### src/design/MemPipeTypes.sv
//******************************
// Shared widths, encodings and stage payloads of the single-lane memory pipeline.
// Pointer and index widths follow from the entry counts below.
// Immediates are 12 bits and are always sign-extended before use.
//******************************
package MemPipeTypes;

    localparam int DATA_WIDTH = 32;
    localparam int PREG_NUM = 32;
    localparam int ACTIVE_LIST_NUM = 16;
    localparam int ISSUE_QUEUE_NUM = 8;
    localparam int MSHR_NUM = 4;
    localparam int DMEM_WORDS = 64;
    localparam int IMM_WIDTH = 12;
    localparam int DMEM_INDEX_WIDTH = $clog2(DMEM_WORDS);

    typedef logic [$clog2(PREG_NUM)-1:0] PRegNum;
    typedef logic [$clog2(ACTIVE_LIST_NUM)-1:0] ActiveListPtr;
    typedef logic [$clog2(ISSUE_QUEUE_NUM)-1:0] IssueQueuePtr;
    typedef logic [$clog2(MSHR_NUM)-1:0] MshrId;

    // Operand source
    typedef enum logic [1:0] {
        OPERAND_REG = 2'd0,
        OPERAND_IMM = 2'd1,
        OPERAND_PC = 2'd2
    } OperandType;

    typedef enum logic {
        MEM_LOAD = 1'b0,
        MEM_STORE = 1'b1
    } MemOpType;

    // Operand value with its ready flag
    typedef struct packed {
        logic [DATA_WIDTH-1:0] data;
        logic ready;
    } OperandValue;

    // Item held in front of register read
    typedef struct packed {
        MemOpType opType;
        OperandType operandTypeA;
        OperandType operandTypeB;
        PRegNum srcRegA;
        PRegNum srcRegB;
        PRegNum dstReg;
        logic writeReg;
        logic [IMM_WIDTH-1:0] imm;
        logic [DATA_WIDTH-1:0] pc;
        ActiveListPtr activeListPtr;
        IssueQueuePtr issueQueuePtr;
        logic hasMshr;
        MshrId mshrId;
    } MemIssuePayload;

    // Item held in front of execute
    typedef struct packed {
        MemOpType opType;
        PRegNum dstReg;
        logic writeReg;
        logic [IMM_WIDTH-1:0] imm;
        ActiveListPtr activeListPtr;
        IssueQueuePtr issueQueuePtr;
        OperandValue operandA;
        OperandValue operandB;
    } MemExecPayload;

    // Item held in front of the memory access
    typedef struct packed {
        MemOpType opType;
        PRegNum dstReg;
        logic writeReg;
        ActiveListPtr activeListPtr;
        logic [DATA_WIDTH-1:0] addr;
        logic [DATA_WIDTH-1:0] storeData;
    } MemResultPayload;

    function automatic logic [DATA_WIDTH-1:0] signExtImm(input logic [IMM_WIDTH-1:0] imm);
        return {{(DATA_WIDTH-IMM_WIDTH){imm[IMM_WIDTH-1]}}, imm};
    endfunction

endpackage

### src/design/MemStageIF.sv
//******************************
// One latched pipeline item on its way to the consuming stage.
// kill is the flush range test of the held item, flush says that range is live.
//******************************
`timescale 1ns/100ps

interface MemStageIF #(
    parameter type Payload = logic
);

    logic valid;
    Payload payload;
    // Flush range is live this cycle
    logic flush;
    // Held item lies inside the flush range
    logic kill;

    modport latch (
        output valid,
        output payload,
        output flush,
        output kill
    );

    modport stage (
        input valid,
        input payload,
        input flush,
        input kill
    );

endinterface

### src/design/StageLatch.sv
//******************************
// Single-entry pipeline register for any payload with an activeListPtr field.
// Priority is reset or clear, then stall, then load. The flush range is
// circular, head inclusive, tail exclusive; equal pointers cover the whole list.
//******************************
`timescale 1ns/100ps

module StageLatch #(
    parameter type Payload = MemPipeTypes::MemIssuePayload
) (
    input logic clk,
    input logic rstN,
    input logic stall,
    input logic clear,
    input logic flushValid,
    input MemPipeTypes::ActiveListPtr flushHead,
    input MemPipeTypes::ActiveListPtr flushTail,
    input logic inValid,
    input Payload inPayload,
    MemStageIF.latch stageOut
);
    import MemPipeTypes::*;

    logic validReg;
    Payload payloadReg;
    logic inRange;

    function automatic logic inFlushRange(
        input ActiveListPtr ptr,
        input ActiveListPtr head,
        input ActiveListPtr tail
    );
        if (head == tail) begin
            return 1'b1;
        end else if (head < tail) begin
            return (ptr >= head) && (ptr < tail);
        end else begin
            // Range wraps past the last entry
            return (ptr >= head) || (ptr < tail);
        end
    endfunction

    assign inRange = inFlushRange(payloadReg.activeListPtr, flushHead, flushTail);

    always_ff @(posedge clk) begin
        if (!rstN || clear) begin
            validReg <= 1'b0;
        end else if (stall) begin
            // Held item still dies if it gets flushed
            if (flushValid && inRange) begin
                validReg <= 1'b0;
            end
        end else begin
            validReg <= inValid;
            payloadReg <= inPayload;
        end
    end

    assign stageOut.valid = validReg;
    assign stageOut.payload = payloadReg;
    assign stageOut.flush = flushValid;
    assign stageOut.kill = inRange;

endmodule

### src/flat_wrapper.sv
// flat-port wrapper written by rule: the top's interface ports become plain ports
module StageLatch_flat import MemPipeTypes::*;
#(
    parameter type Payload = MemPipeTypes::MemIssuePayload
)
  (clk, rstN, stall, clear, flushValid, flushHead, flushTail, inValid, inPayload, stageOut_valid, stageOut_payload, stageOut_flush, stageOut_kill);
  MemStageIF #(.Payload(Payload)) stageOut_i ();
  input logic clk;
  input logic rstN;
  input logic stall;
  input logic clear;
  input logic flushValid;
  input MemPipeTypes::ActiveListPtr flushHead;
  input MemPipeTypes::ActiveListPtr flushTail;
  input logic inValid;
  input Payload inPayload;
  output wire logic [$bits(stageOut_i.valid)-1:0] stageOut_valid;
  output wire logic [$bits(stageOut_i.payload)-1:0] stageOut_payload;
  output wire logic [$bits(stageOut_i.flush)-1:0] stageOut_flush;
  output wire logic [$bits(stageOut_i.kill)-1:0] stageOut_kill;
  assign stageOut_valid = stageOut_i.valid;
  assign stageOut_payload = stageOut_i.payload;
  assign stageOut_flush = stageOut_i.flush;
  assign stageOut_kill = stageOut_i.kill;
  StageLatch #(.Payload(Payload)) u_core (.clk(clk), .rstN(rstN), .stall(stall), .clear(clear), .flushValid(flushValid), .flushHead(flushHead), .flushTail(flushTail), .inValid(inValid), .inPayload(inPayload), .stageOut(stageOut_i));
endmodule
### config.mk
export PLATFORM = sky130hd
export DESIGN_NAME = StageLatch_flat
export DESIGN_NICKNAME = d
export VERILOG_FILES = /design/src/design/MemPipeTypes.sv /design/src/design/MemStageIF.sv /design/src/design/StageLatch.sv /design/src/flat_wrapper.sv
export SDC_FILE = /design/constraint.sdc
export NUM_CORES = 1
export LEC_CHECK = 0
export ABC_AREA = 0
export BUFFER_PORTS_ARGS = -buffer_cell sky130_fd_sc_hd__buf_4
export CAP_MARGIN = 20
export CORE_ASPECT_RATIO = 0.8
export CORE_UTILIZATION = 25
export CTS_CLUSTER_SIZE = 24
export DETAILED_ROUTE_END_ITERATION = 16
export GPL_TIMING_DRIVEN = 0
export PLACE_DENSITY = 0.49
export SETUP_SLACK_MARGIN = 0.02
export SLEW_MARGIN = 20
export SYNTH_ARGS = -nofsm -noshare
export SYNTH_HDL_FRONTEND = slang
export SYNTH_SLANG_ARGS = --single-unit
### constraint.sdc
create_clock -name clk -period 17.3 [get_ports clk]
set_input_delay 0 -clock clk [delete_from_list [all_inputs] [get_ports clk]]
set_output_delay 0 -clock clk [all_outputs]
set_load 0.05 [all_outputs]
---- After elaboration in Yosys (flattened, before gate mapping) ----
Index checks and enable logic that the tools add are counted.
cells by class
  divide/modulo/power cells ............... 0
  add/subtract/negate cells ............... 0
  equal/unequal tests ..................... 2
  bitwise operators ....................... 2
  mux-type cells .......................... 4
  magnitude comparators ................... 3
  multipliers ............................. 0
  shifts and indexed selects .............. 0
  reductions and logical operators ........ 6
operator list
  cell                                                             count
  4-bit less-than comparator                                       2
  4-bit == test                                                    1
  4-bit >= comparator                                              1
  1-bit 2-to-1 mux                                                 4
  1-bit logical AND                                                2
  1-bit logical OR                                                 2
  2-bit by 1-bit != test with 1-bit output, second input constant  1
  1-bit NOT                                                        2
  2-bit AND reduction                                              1
  1-bit zero test                                                  1
word-level totals
  bits in latches ......................... 0
  register bits after elaboration ......... 76
  input port bits ......................... 89
  memory bits (read-only) ................. 0
  memories kept ........................... 0
  output and inout port bits .............. 78
  memory bits (writable) .................. 0

---- Depth between registers and ports, before layout ----
  depth in word-level cells ............... 7
  gate-level depth with buffers ........... 7
  mapped depth without buffers ............ 7

---- Worst setup path before layout ----
Ideal clock, no wire load.
  path type ............................... input -> register
  start point ............................. in clear
  end point ............................... reg u_core.payloadReg, in the netlist u_core.stageOut.payload[0], enable pin
  path slack .............................. 11137 ps
  stages .................................. 1
  arrival time ............................ 5544 ps
  setup time .............................. 620 ps
  path buffers ............................ 0
  path through ............................ nor3b_1
on the way
  longest elaborated chain between the ends .. 3
ends and longest elaborated chain
  what                           RTL line            RTL
  from (decl)                    flat_wrapper.sv:11  input logic clear;
  1-bit logical OR               StageLatch.sv:46    if (!rstN || clear) begin
  1-bit NOT (no line)            n/a
  2-bit AND reduction (no line)  n/a
  to (signal assigned)           StageLatch.sv:55    payloadReg <= inPayload;
  to (decl)                      StageLatch.sv:25    Payload payloadReg;
Every way passes these cells.
A chain may end at the register's enable or synchronous reset.

---- Worst setup path in the final report ----
  start point ............................. reg u_core.payloadReg, in the netlist u_core.stageOut.payload[8]
  end point ............................... out stageOut_kill
on the way
  longest elaborated chain between the ends .. 4
ends and longest elaborated chain
  what                                                               RTL line                            RTL
  4-bit >= comparator or 4-bit less-than comparator (tied branches)  StageLatch.sv:36, StageLatch.sv:39
  1-bit logical OR or 1-bit logical AND (tied branches)              StageLatch.sv:39, StageLatch.sv:36
  1-bit 2-to-1 mux *                                                 StageLatch.sv:35                    end else if (head < tail) begin
  1-bit 2-to-1 mux *                                                 StageLatch.sv:33                    if (head == tail) begin
  to (decl)                                                          flat_wrapper.sv:20                  output wire logic [$bits(stageOut_i.kill)-1:0] stageOut_kill;
Every way passes the cells marked *; elsewhere a longest branch is shown, timed or not.

==> impl_results.md <==
- Status: completed
- Fillers: 838
- Post-route cell area: 5180 um^2
- Clock Pin Slew Worst Setup and Hold Paths: 0.06 ns
- Type of origin of the critical path: register
- Hold WS: 0.0297 ns
- Number of antenna diodes: 0
- Fmax: 481 MHz
- Post-Synthesis Cells: 122
- CP Data Required Time: 17.30 ns
- IO Count: 167
- Global-route wire length before repair: 10800 um
- Syn Std Cell Area: 2590 um^2
- CTS Hold Bufs: 78
- Netlist cell types: 19
- Placed Cells: 432
- Final GP Congestion: 0.742
- Final wirelength: 7280 um
- # clock sinks: 76
- Pwr dens: 96.9 nW/um^2
- Critical path, cell by cell: ha_1 > or2_1 > a21oi_1 > a21oi_1 > maj3_2 > nand2_1 > buf_4
- Critical path class: reg -> out
- Yosys top cell by area: edfxtp_1
- Register area share after synthesis: 0.876
- GRT Total Usage: 0.137
- Initial antenna violation count: 0
- Crit path capture type: primary output
- Die width: 116 um
- Vias per Instance: 3.84
- Synth top area share: 0.868
- Max-slew headroom: 0.808
- Largest net degree at the start of global routing: 14
- Core area: 9850 um^2
- Setup TNS: 0 ns
- Crit path largest cell delay: 0.45 ns
- Final number of setup-violating endpoints: 0
- Grt ovf: 0
- Worst-path fanout max: 3
- Synth top area cells: edfxtp_1, ha_1, inv_1
- Dpl hpwl: 5020 um
- CTS tree: built
- Port Buf Inserts: 166
- Cts bufs inserted: 9
- Row cnt: 32
- First DRT Iteration DRCs: 51
- Vias in the first global route: 2236
- CTS Buffer Depth: 2
- Clock latency on the worst-skew pair: 0.33 ns
- Fraction of layout cells with a size suffix above 1: 0.495
- RSZ-0062 raised after global routing: false
- Maximum vdd drop: 0.0568 mV
- Die ar.: 10800 um^2
- Antenna Nets Post-Route: 0
- Nets: 485
- Synth warnings: 0
- Placed cell area: 4080 um^2
- Initial core utilization: 0.263
- Synth Register Bits: 76
- Tmin final: 2.08 ns
- Max Clock Skew: 0.00104 ns
- Net Count, Synth: 222
- Pwr Total: 501 uW
- CTS HTree Levels: 3
- Top cell by count, worst path: a21oi_1
- 1st-pass router iterations: 4
- Worst path arrival time: 2.08 ns
- Die height: 93.1 um
- Critical-path top delay cell: edfxtp_1
- Area Growth Syn to Fin: 99.5%
- Via count: 2019
- WL per Instance: 13.8 um
- Final-report hold violation count: 0
- Crit share post-route: 0.120
- Slew @ Worst Pin: 0.286 ns
- Max Transition Viols Final: 0
- Final non-filler cell total: 526
- Root Driver: clkbuf_16
- Hold Crit Class: in -> reg
- Max-cap viol count: 0
- DRC Markers: 0
- Avg Inst Size Synth: 21.3 um^2
- Leakage: 2.21 nW
- Post-CTS Repair Setup Buffers: 0
- Post-CTS resize count: 0
through the flow:
| step | setup WS, ns | utilization |
|---|---|---|
| detailed placement | 15.54 | 0.414 |
| global route | 15.05 | 0.526 |
| CTS | 15.20 | 0.526 |
| finish | 15.22 | 0.526 |
| global placement | 8.59 | 0.407 |
| floorplan | 11.14 | - |
kinds of logic after synthesis:
| family | share of synthesized area |
|---|---|
| AOI/OAI and AO/OA | 0.0231 |
| adders and majority gates | 0.0574 |
| buffers and inverters | 0.0188 |
| DFF | 0.876 |
| and+or+nand+nor | 0.0251 |
state kept, by name (all words and copies together) (netlist names):
signal,flops
u_core.stageOut.payload,75
u_core.stageOut.valid,1
synth_stat cells:
cell type / n
nand2_1: 3
nor3b_1: 1
o21a_1: 1
dfxtp_1: 1
or2_1: 1
maj3_2: 1
nand4_1: 1
nor2_1: 1
nand4b_1: 1
nor2b_1: 1
a211o_2: 1
inv_1: 11
edfxtp_1: 75
a21oi_1: 4
ha_1: 11
a21o_1: 1
o21ai_0: 3
nor3_1: 3
buf_4: 1
layout make-up:
cell class	count	area, um^2	share of cell area
Sequential cell	76	2270	0.439
Timing Repair Buffer	252	2090	0.404
Multi-Input combinational cell	34	279	0.0539
Clock buffer	10	229	0.0442
Tap cell	136	170	0.0329
Clock inverter	6	86.3	0.0167
Inverter	11	41.3	0.00798
Buffer	1	7.51	0.00145
final timing paths:
check                                  start                    end  slack (ns)  cells past startpoint
hold reg to reg        u_core.stageOut.valid  u_core.stageOut.valid        0.69                      3
setup / recovery  u_core.stageOut.payload[8]          stageOut_kill       15.22                      7
setup reg to reg  u_core.stageOut.payload[8]  u_core.stageOut.valid       15.55                      6
hold / removal                    flushValid  u_core.stageOut.valid        0.03                      3
power breakdown:
| group | total, mW | internal (mW) | switching, mW |
|---|---|---|---|
| combinational | 0.0867 | 0.0390 | 0.0476 |
| sequential | 0.215 | 0.212 | 0.00275 |
| clock | 0.200 | 0.126 | 0.0735 |
cells in the final DEF (no fill, tap or decap):
| cell type | instances |
|---|---|
| clkbuf_1 | 1 |
| nor2_1 | 1 |
| a21oi_1 | 4 |
| inv_6 | 1 |
| nor3b_2 | 1 |
| o21a_1 | 1 |
| dlygate4sd3_1 | 78 |
| ha_1 | 11 |
| or2_1 | 1 |
| buf_4 | 174 |
| maj3_2 | 1 |
| nand4b_1 | 1 |
| nor3_1 | 3 |
| clkinvlp_4 | 1 |
| nand4_1 | 1 |
| edfxtp_1 | 75 |
| inv_1 | 11 |
| nand2_1 | 3 |
| bufinv_16 | 2 |
| o21ai_0 | 3 |
| nor2b_1 | 1 |
| dfxtp_1 | 1 |
| buf_6 | 1 |
| a21o_1 | 1 |
| a211o_2 | 1 |
| clkinv_2 | 2 |
| clkbuf_16 | 9 |
layer usage:
layer | wire length, um | global-route usage | share of wire | up-vias
met4 | 129 | 0.0641 | 0.018 | 0
met1 | 2830 | 0.147 | 0.39 | 898
met5 | 0 | 0 | 0 | -
met2 | 3450 | 0.221 | 0.47 | 119
li1 | - | - | - | 991
met3 | 865 | 0.0752 | 0.12 | 11
worst max-delay path: cells and delay by family, from the launching register on:
family          cells  cell delay, ns
fa+ha+maj           2            0.64
flops               1            0.45
simple gates        2            0.27
compound gates      2            0.20
buf+inv             1            0.19
Power figures use the tool's default switching activity.
